<file path="src/include/icache_macros.svh">
`ifndef ICACHE_MACROS_SVH
`define ICACHE_MACROS_SVH

// ********************************************************************
// cache geometry
// ********************************************************************

// sets per way
`define ICACHE_DEPTH   16
// ways per set
`define ICACHE_N_WAY   2

// ********************************************************************
// address and data widths
// ********************************************************************

// word address of a fetch
`define ICACHE_ADDR_W  12
// low address bits select the set
`define ICACHE_IDX_W   4
// high address bits stored as tag
`define ICACHE_TAG_W   8
// one instruction word per line
`define ICACHE_WORD_W  32

`endif

</file>
<file path="src/logic/icache_pkg.sv">
`include "icache_macros.svh"

package icache_pkg;

    // fetched instruction word
    typedef logic [`ICACHE_WORD_W-1:0] icache_word_t;
    // stored tag
    typedef logic [`ICACHE_TAG_W-1:0]  icache_tag_t;
    // set index
    typedef logic [`ICACHE_IDX_W-1:0]  icache_idx_t;

    // controller FSM
    typedef enum logic [1:0] {
        ST_IDLE    = 2'd0,
        ST_LOOKUP  = 2'd1,
        ST_REFILL  = 2'd2,
        ST_RESPOND = 2'd3
    } icache_state_t;

    // config register map
    typedef enum logic [1:0] {
        REG_CTRL   = 2'd0,
        REG_HITS   = 2'd1,
        REG_MISSES = 2'd2,
        REG_STATUS = 2'd3
    } icache_reg_t;

endpackage

</file>
<file path="src/logic/icache_set_ram.sv">
`timescale 1ns/1ps
`include "icache_macros.svh"

module icache_set_ram
    import icache_pkg::*;
#(
    parameter int WIDTH = `ICACHE_WORD_W
) (
    input  logic             clk_i,
    input  logic             rstn_i,
    input  logic             req_i,
    input  logic             we_i,
    input  logic [WIDTH-1:0] data_i,
    input  icache_idx_t      addr_i,
    output logic [WIDTH-1:0] data_o
);

    // storage of one way, one entry per set
    logic [WIDTH-1:0] mem_q [`ICACHE_DEPTH];

    // single port: a write leaves the read register alone
    always_ff @(posedge clk_i) begin
        if (!rstn_i) begin
            data_o <= '0;
        end else if (req_i) begin
            if (we_i) begin
                mem_q[addr_i] <= data_i;
            end else begin
                data_o <= mem_q[addr_i];
            end
        end
    end

endmodule

</file>
<file path="src/logic/icache_ctrl.sv">
`timescale 1ns/1ps
`include "icache_macros.svh"

module icache_ctrl
    import icache_pkg::*;
(
    input  logic                      clk_i,
    input  logic                      rstn_i,
    // fetch and memory side
    input  logic                      req_valid_i,
    input  logic [`ICACHE_ADDR_W-1:0] req_addr_i,
    input  logic                      mem_valid_i,
    input  icache_word_t              mem_data_i,
    // from cfg
    input  logic                      en_i,
    input  logic                      flush_i,
    // ram read data
    input  icache_word_t              way0_data_i,
    input  icache_word_t              way1_data_i,
    input  icache_tag_t               way0_tag_i,
    input  icache_tag_t               way1_tag_i,
    // fetch and memory side
    output logic                      ready_o,
    output logic                      resp_valid_o,
    output icache_word_t              resp_data_o,
    output logic                      mem_req_o,
    output logic [`ICACHE_ADDR_W-1:0] mem_addr_o,
    // to cfg
    output logic                      hit_o,
    output logic                      miss_o,
    output logic                      busy_o,
    // to the rams
    output logic                      ram_req_o,
    output logic [`ICACHE_N_WAY-1:0]  ram_we_o,
    output icache_idx_t               ram_idx_o,
    output icache_word_t              ram_wdata_o,
    output icache_tag_t               ram_wtag_o
);

    // ********************************************************************
    // state and bookkeeping
    // ********************************************************************

    icache_state_t state_q;
    icache_state_t state_d;
    logic          ready_q;

    // latched fetch address and refilled word
    logic [`ICACHE_ADDR_W-1:0] addr_q;
    icache_word_t              fill_q;

    // one valid bit per way per set, one victim bit per set
    logic [`ICACHE_DEPTH-1:0][`ICACHE_N_WAY-1:0] valid_q;
    logic [`ICACHE_DEPTH-1:0]                    victim_q;

    icache_idx_t idx_q;
    icache_tag_t tag_q;
    logic        accept;
    logic        lookup;
    logic        hit0;
    logic        hit1;
    logic        hit;
    logic        refill_done;
    logic        fill_en;
    logic        victim;

    // split of the latched address
    assign idx_q = addr_q[`ICACHE_IDX_W-1:0];
    assign tag_q = addr_q[`ICACHE_ADDR_W-1:`ICACHE_IDX_W];

    // handshake on the fetch side
    assign accept = req_valid_i & ready_q;
    assign lookup = (state_q == ST_LOOKUP);

    // tag compare, both ways in parallel
    assign hit0 = valid_q[idx_q][0] & (way0_tag_i == tag_q);
    assign hit1 = valid_q[idx_q][1] & (way1_tag_i == tag_q);
    // disabled cache never hits
    assign hit  = en_i & (hit0 | hit1);

    // memory answer, filled only when enabled
    assign refill_done = (state_q == ST_REFILL) & mem_valid_i;
    assign fill_en     = refill_done & en_i;
    assign victim      = victim_q[idx_q];

    // ********************************************************************
    // FSM
    // ********************************************************************

    always_comb begin
        state_d = state_q;
        case (state_q)
            ST_IDLE: begin
                if (accept) begin
                    state_d = ST_LOOKUP;
                end
            end
            // hit answers right here, miss goes out to memory
            ST_LOOKUP: begin
                state_d = hit ? ST_IDLE : ST_REFILL;
            end
            ST_REFILL: begin
                if (mem_valid_i) begin
                    state_d = ST_RESPOND;
                end
            end
            ST_RESPOND: begin
                state_d = ST_IDLE;
            end
            default: begin
                state_d = ST_IDLE;
            end
        endcase
    end

    always_ff @(posedge clk_i) begin
        if (!rstn_i) begin
            state_q  <= ST_IDLE;
            ready_q  <= 1'b0;
            valid_q  <= '0;
            victim_q <= '0;
        end else begin
            state_q <= state_d;
            // ready again once back in idle
            ready_q <= (state_d == ST_IDLE);
            // flush wipes every set at once, victims untouched
            if (flush_i) begin
                valid_q <= '0;
            end else if (fill_en) begin
                valid_q[idx_q][victim] <= 1'b1;
                victim_q[idx_q]        <= ~victim;
            end
        end
    end

    // payload registers
    always_ff @(posedge clk_i) begin
        if (accept) begin
            addr_q <= req_addr_i;
        end
        if (refill_done) begin
            fill_q <= mem_data_i;
        end
    end

    // ********************************************************************
    // outputs
    // ********************************************************************

    assign ready_o  = ready_q;
    assign busy_o   = (state_q != ST_IDLE);
    assign hit_o    = lookup & hit;
    // misses in bypass mode are not counted
    assign miss_o   = lookup & ~hit & en_i;

    assign mem_req_o  = lookup & ~hit;
    assign mem_addr_o = addr_q;

    assign resp_valid_o = hit_o | (state_q == ST_RESPOND);
    // way 0 wins if both ways ever matched
    assign resp_data_o  = (state_q == ST_RESPOND) ? fill_q :
                          (hit1 & ~hit0)          ? way1_data_i : way0_data_i;

    // read on acceptance, write on refill
    assign ram_req_o   = accept | fill_en;
    assign ram_idx_o   = accept ? req_addr_i[`ICACHE_IDX_W-1:0] : idx_q;
    assign ram_wdata_o = mem_data_i;
    assign ram_wtag_o  = tag_q;

    // write strobe only for the victim way
    always_comb begin
        ram_we_o         = '0;
        ram_we_o[victim] = fill_en;
    end

endmodule

</file>
<file path="src/logic/icache_cfg.sv">
`timescale 1ns/1ps

module icache_cfg
    import icache_pkg::*;
(
    input  logic        clk_i,
    input  logic        rstn_i,
    input  logic        cfg_we_i,
    input  icache_reg_t cfg_addr_i,
    input  logic [31:0] cfg_wdata_i,
    input  logic        hit_i,
    input  logic        miss_i,
    input  logic        busy_i,
    output logic [31:0] cfg_rdata_o,
    output logic        en_o,
    output logic        flush_o
);

    logic        en_q;
    logic        flush_pend_q;
    logic [31:0] hits_q;
    logic [31:0] misses_q;

    // pending flush goes out only while the controller is idle
    assign flush_o = flush_pend_q & ~busy_i;
    assign en_o    = en_q;

    // ********************************************************************
    // register writes and event counters
    // ********************************************************************

    always_ff @(posedge clk_i) begin
        if (!rstn_i) begin
            en_q         <= 1'b0;
            flush_pend_q <= 1'b0;
            hits_q       <= '0;
            misses_q     <= '0;
        end else begin
            // ctrl write, bit 1 arms a flush
            if (cfg_we_i && cfg_addr_i == REG_CTRL) begin
                en_q <= cfg_wdata_i[0];
            end
            if (cfg_we_i && cfg_addr_i == REG_CTRL && cfg_wdata_i[1]) begin
                flush_pend_q <= 1'b1;
            end else if (flush_o) begin
                flush_pend_q <= 1'b0;
            end
            // any write clears a counter, otherwise count and wrap
            if (cfg_we_i && cfg_addr_i == REG_HITS) begin
                hits_q <= '0;
            end else if (hit_i) begin
                hits_q <= hits_q + 32'd1;
            end
            if (cfg_we_i && cfg_addr_i == REG_MISSES) begin
                misses_q <= '0;
            end else if (miss_i) begin
                misses_q <= misses_q + 32'd1;
            end
        end
    end

    // read mux, flush bit always reads 0
    always_comb begin
        case (cfg_addr_i)
            REG_CTRL:   cfg_rdata_o = {31'd0, en_q};
            REG_HITS:   cfg_rdata_o = hits_q;
            REG_MISSES: cfg_rdata_o = misses_q;
            REG_STATUS: cfg_rdata_o = {31'd0, busy_i};
            default:    cfg_rdata_o = '0;
        endcase
    end

endmodule

</file>
<file path="src/logic/icache_top.sv">
`timescale 1ns/1ps
`include "icache_macros.svh"

module icache_top
    import icache_pkg::*;
(
    input  logic                      clk_i,
    input  logic                      rstn_i,
    // fetch side
    input  logic                      req_valid_i,
    input  logic [`ICACHE_ADDR_W-1:0] req_addr_i,
    output logic                      ready_o,
    output logic                      resp_valid_o,
    output icache_word_t              resp_data_o,
    // memory side
    output logic                      mem_req_o,
    output logic [`ICACHE_ADDR_W-1:0] mem_addr_o,
    input  logic                      mem_valid_i,
    input  icache_word_t              mem_data_i,
    // config side
    input  logic                      cfg_we_i,
    input  icache_reg_t               cfg_addr_i,
    input  logic [31:0]               cfg_wdata_i,
    output logic [31:0]               cfg_rdata_o
);

    // cfg <-> ctrl
    logic en;
    logic flush;
    logic hit;
    logic miss;
    logic busy;

    // ctrl <-> rams
    logic                     ram_req;
    logic [`ICACHE_N_WAY-1:0] ram_we;
    icache_idx_t              ram_idx;
    icache_word_t             ram_wdata;
    icache_tag_t              ram_wtag;
    icache_word_t             way0_data;
    icache_word_t             way1_data;
    icache_tag_t              way0_tag;
    icache_tag_t              way1_tag;

    // ********************************************************************
    // controller and config block
    // ********************************************************************

    icache_ctrl i_icache_ctrl (
        .clk_i        (clk_i),
        .rstn_i       (rstn_i),
        .req_valid_i  (req_valid_i),
        .req_addr_i   (req_addr_i),
        .mem_valid_i  (mem_valid_i),
        .mem_data_i   (mem_data_i),
        .en_i         (en),
        .flush_i      (flush),
        .way0_data_i  (way0_data),
        .way1_data_i  (way1_data),
        .way0_tag_i   (way0_tag),
        .way1_tag_i   (way1_tag),
        .ready_o      (ready_o),
        .resp_valid_o (resp_valid_o),
        .resp_data_o  (resp_data_o),
        .mem_req_o    (mem_req_o),
        .mem_addr_o   (mem_addr_o),
        .hit_o        (hit),
        .miss_o       (miss),
        .busy_o       (busy),
        .ram_req_o    (ram_req),
        .ram_we_o     (ram_we),
        .ram_idx_o    (ram_idx),
        .ram_wdata_o  (ram_wdata),
        .ram_wtag_o   (ram_wtag)
    );

    icache_cfg i_icache_cfg (
        .clk_i       (clk_i),
        .rstn_i      (rstn_i),
        .cfg_we_i    (cfg_we_i),
        .cfg_addr_i  (cfg_addr_i),
        .cfg_wdata_i (cfg_wdata_i),
        .hit_i       (hit),
        .miss_i      (miss),
        .busy_i      (busy),
        .cfg_rdata_o (cfg_rdata_o),
        .en_o        (en),
        .flush_o     (flush)
    );

    // ********************************************************************
    // way storage, data and tag per way
    // ********************************************************************

    icache_set_ram #(.WIDTH(`ICACHE_WORD_W)) i_data_ram_0 (
        .clk_i  (clk_i),
        .rstn_i (rstn_i),
        .req_i  (ram_req),
        .we_i   (ram_we[0]),
        .data_i (ram_wdata),
        .addr_i (ram_idx),
        .data_o (way0_data)
    );

    icache_set_ram #(.WIDTH(`ICACHE_WORD_W)) i_data_ram_1 (
        .clk_i  (clk_i),
        .rstn_i (rstn_i),
        .req_i  (ram_req),
        .we_i   (ram_we[1]),
        .data_i (ram_wdata),
        .addr_i (ram_idx),
        .data_o (way1_data)
    );

    icache_set_ram #(.WIDTH(`ICACHE_TAG_W)) i_tag_ram_0 (
        .clk_i  (clk_i),
        .rstn_i (rstn_i),
        .req_i  (ram_req),
        .we_i   (ram_we[0]),
        .data_i (ram_wtag),
        .addr_i (ram_idx),
        .data_o (way0_tag)
    );

    icache_set_ram #(.WIDTH(`ICACHE_TAG_W)) i_tag_ram_1 (
        .clk_i  (clk_i),
        .rstn_i (rstn_i),
        .req_i  (ram_req),
        .we_i   (ram_we[1]),
        .data_i (ram_wtag),
        .addr_i (ram_idx),
        .data_o (way1_tag)
    );

endmodule

</file>
<file path="config.mk">
export PLATFORM = sky130hd
export DESIGN_NAME = icache_top
export DESIGN_NICKNAME = d
export VERILOG_FILES = /design/src/logic/icache_pkg.sv /design/src/logic/icache_set_ram.sv /design/src/logic/icache_ctrl.sv /design/src/logic/icache_cfg.sv /design/src/logic/icache_top.sv
export VERILOG_INCLUDE_DIRS = /design/src /design/src/include
export SDC_FILE = /design/constraint.sdc
export NUM_CORES = 2
export LEC_CHECK = 0
export ABC_AREA = 1
export BUFFER_PORTS_ARGS = -buffer_cell sky130_fd_sc_hd__clkbuf_2
export CORE_MARGIN = 3
export CORE_UTILIZATION = 45
export CTS_BUF_LIST = sky130_fd_sc_hd__clkbuf_8
export CTS_CLUSTER_SIZE = 20
export DETAILED_ROUTE_END_ITERATION = 12
export PLACE_DENSITY = 0.7
export SYNTH_ARGS = -nofsm -noshare
export SYNTH_HDL_FRONTEND = slang
export SYNTH_SLANG_ARGS = --single-unit
</file>
<file path="constraint.sdc">
create_clock -name clk_i -period 7.4 [get_ports clk_i]
set_input_delay 0.74 -clock clk_i [delete_from_list [all_inputs] [get_ports clk_i]]
set_output_delay 0.74 -clock clk_i [all_outputs]
set_load 0.02 [all_outputs]
</file>
==> flow_summary.json <==
{
  "status": "finished, final reports clean",
  "grt_usage": 0.246,
  "final_antenna_net_count": 0,
  "hold_slack_ns": 0.0766,
  "synth_xor_area_frac": 0.00995,
  "end_kind": "output port",
  "worst_pin_slew_ns": 1.13,
  "pwr-share-clk": 0.360,
  "post_cts_buffers": 0,
  "critPathTopFamily": "compound AO/OA/AOI/OAI gates",
  "die_h_um": 376,
  "clockRootBuffer": "clkbuf_8",
  "nets": 5674,
  "switching_share": 0.261,
  "crit_path_start": "i_icache_ctrl.mem_addr_o[0]$_DFFE_PP_",
  "gp_congestion": 0.891,
  "clkLatencyLatePin_ns": 0.92,
  "cts_sinks": 1521,
  "nFillCells": 11700,
  "worstPathMaxFanout": 32,
  "placement_rows": 135,
  "syn2layout_area_growth_pct": 11.3,
  "worst_setup_hold_path_clk_slew_ns": 0.06,
  "start_kind": "flop",
  "cts_hold_buf": 11,
  "wire_per_inst_um": 23.4,
  "ys_seq_area_frac": 0.709,
  "cts_max_path_buffers": 3,
  "antenna_found_initial": 9,
  "synthSimpleGateAreaFrac": 0.221,
  "dp_slack_ns": 2.17,
  "drt_iter0_markers": 5176,
  "fin_worst_skew_ns": 0.0298,
  "cts_made_buffers": 223,
  "start_util": 0.454,
  "cts_tree": "yes",
  "period_minus_slack_ns": 5.97,
  "finalPower_w": 0.0175,
  "placed_cell_area_mm2": 0.0643,
  "synth_warnings": 0,
  "synth_seq_cells": 1521,
  "path_cells": "inv_1 -> nand2_1 -> nand2_1 -> nand2_1 -> nand2_1 -> nand2_1 -> nand2_1 -> o21ai_1 -> nand2_2 -> buf_4 -> nand2_1 -> nand2_1 -> o21ai_1 -> clkbuf_2",
  "ys_types": 30,
  "ios": 162,
  "synth_compound_area_frac": 0.0227,
  "regToRegStartpoint": "i_icache_ctrl.mem_addr_o[0]$_DFFE_PP_",
  "first_pass_iters": 6,
  "tns_ns": 0,
  "setup_violations": 0,
  "syn-cell-area_mm2": 0.0616,
  "path_class": "reg2out",
  "cap_viol_max_count": 0,
  "synth_nets": 5533,
  "hold_violations": 0,
  "synth_adder_area_share": 0.000406,
  "power_frac_seq": 0.539,
  "clock.fmax_mhz": 168,
  "coreArea_mm2": 0.136,
  "stdcell_area_mm2": 0.0686,
  "crit_end": "resp_data_o[15]",
  "port_buffers": 131,
  "cpMaxStageDelayCell": "edfxtp_1",
  "drc_errors": 0,
  "fp.dieArea_mm2": 0.141,
  "layout.area.seq_mm2": 0.0437,
  "muxShareOfSynthArea": 0,
  "leakage_nw": 24.1,
  "reg2regPathDepth": 11,
  "syn_area_per_cell_um2": 11.3,
  "layout_commonest_cell": "nand2_1",
  "final_cell_mix": "nand2_1 (1482), edfxtp_1 (1324), nand3_1 (733)",
  "r2r_slack_ns": 2.03,
  "dp_hpwl_mm": 95.0,
  "fin_crit_sh": 0.806,
  "grt_pass1_wl_mm": 261,
  "slew_violations": 0,
  "switching_power_w": 0.00456,
  "synth_cells": 5448,
  "pwr_density_cell_mw_per_mm2": 255,
  "setup_ws_ns": 1.43,
  "worstPathRequired_ns": 6.66,
  "totalWireLength_mm": 177,
  "critPathBufInv": 3,
  "avgViaCountPerCell": 5.82,
  "gr-total-overflow": 0,
  "post_cts_resized": 0,
  "synth_top_family_by_area": "simple AND/OR/NAND/NOR gates",
  "grt_max_degree": 198,
  "vias": 44100,
  "pwr-share-comb": 0.101,
  "grt_pass1_vias": 41700,
  "htreeDepth": 4,
  "max_stage_delay_ns": 1.02,
  "rsz0062_at_grt": "no",
  "slew-limit-headroom": 0.246,
  "cpMostUsedCell": "nand2_1",
  "cell_internal_pwr_w": 0.0129,
  "die_w_um": 376,
  "rr_endpoint": "i_data_ram_1.mem_q[3][27]$_DFFE_PP_",
  "cp.depth": 14,
  "cp.arrival_ns": 5.23,
  "drive_above_1_share": 0.104,
  "multi_input_area_mm2": 0.0159,
  "peakVddDrop_mv": 0.194,
  "hp-class": "in2reg"
}
[kinds of logic (layout without fill, tap and decap cells)]
family / after synthesis / in the layout
buffers and inverters: 544 / 875
and+or+nand+nor: 3048 / 3048
DFF: 1521 / 1521
AOI/OAI and AO/OA: 263 / 263
xor gates and xnor gates: 70 / 70
adders and majority gates: 2 / 2
other: 0 / 4
[per-layer routing]
layer | GRT usage | vias to the layer above | share of wire
met2 | 0.385 | 2613 | 0.46
met5 | 0 | - | 0.00015
met3 | 0.0506 | 413 | 0.12
li1 | - | 19700 | -
met1 | 0.336 | 21400 | 0.39
met4 | 0.101 | 4 | 0.036
[registers in the layout (all words and copies together) (netlist names), 128 cells and up]
signal	flops
i_data_ram_0.mem_q	512
i_data_ram_1.mem_q	512
i_tag_ram_0.mem_q	128
i_tag_ram_1.mem_q	128
[power by group through the flow]
stage / combinational (W) / sequential [W] / clock, W
floorplan: 0.00108 / 0.00959 / 0
global placement: 0.00170 / 0.00959 / 0
detailed placement: 0.00172 / 0.00959 / 0
CTS: 0.00173 / 0.00941 / 0.00638
global route: 0.00190 / 0.00941 / 0.00677
finish: 0.00176 / 0.00941 / 0.00630
[Yosys cell counts]
library cell,count,area share
nor2_4,1,0.00018
nor2_1,300,0.018
nor2_2,4,0.00041
o21ai_2,1,0.00014
o22ai_1,19,0.0019
xnor2_1,10,0.0014
ha_1,2,0.00041
o21ai_0,77,0.0063
o21ai_1,34,0.0028
buf_6,1,0.00018
edfxtp_1,1324,0.65
buf_1,21,0.0013
nand3b_1,8,0.00097
dfxtp_1,197,0.064
nand4_1,429,0.044
a22oi_1,8,0.00097
nand2_2,4,0.00041
nor3_1,80,0.0065
a22o_1,8,0.0011
xor2_1,60,0.0085
nand3_1,733,0.060
o211ai_1,1,0.00012
a21oi_1,115,0.0093
clkbuf_1,155,0.0094
buf_2,163,0.013
inv_1,193,0.012
nand2_1,1488,0.091
inv_2,7,0.00043
nand3_2,1,0.00016
buf_4,4,0.00049
[per-stage QoR]
step,std cells,util
final,7564,0.506
after global routing,7563,0.505
after CTS,7560,0.505
after detailed placement,7134,0.474
after global placement,7134,0.474
after floorplan,5448,-
[how the worst min path moves through the flow]
stage                                                start                                      to  slack [ns]  cells after the start
floorplan           i_icache_ctrl.valid_q[12]$_SDFFE_PP0P_  i_icache_ctrl.valid_q[12]$_SDFFE_PP0P_        0.43                      2
global placement    i_icache_ctrl.valid_q[26]$_SDFFE_PP0P_  i_icache_ctrl.valid_q[26]$_SDFFE_PP0P_        0.44                      2
detailed placement  i_icache_ctrl.valid_q[26]$_SDFFE_PP0P_  i_icache_ctrl.valid_q[26]$_SDFFE_PP0P_        0.44                      2
CTS                                          req_addr_i[1]   i_icache_ctrl.mem_addr_o[1]$_DFFE_PP_       0.002                      1
global route                                 req_addr_i[1]   i_icache_ctrl.mem_addr_o[1]$_DFFE_PP_        0.04                      1
finish                                       req_addr_i[1]   i_icache_ctrl.mem_addr_o[1]$_DFFE_PP_        0.08                      1
[cell type report]
| cell class | instances | area share |
|---|---|---|
| flip-flops and latches | 1521 | 0.637 |
| inverters | 200 | 0.0111 |
| repair buffers | 260 | 0.0261 |
| well taps | 1781 | 0.0325 |
| clock buffers | 252 | 0.0506 |
| diodes | 4 | 0.000146 |
| multi-input cells | 3383 | 0.232 |
| clock inverters | 163 | 0.0103 |
(Power assumes the default switching activity.)
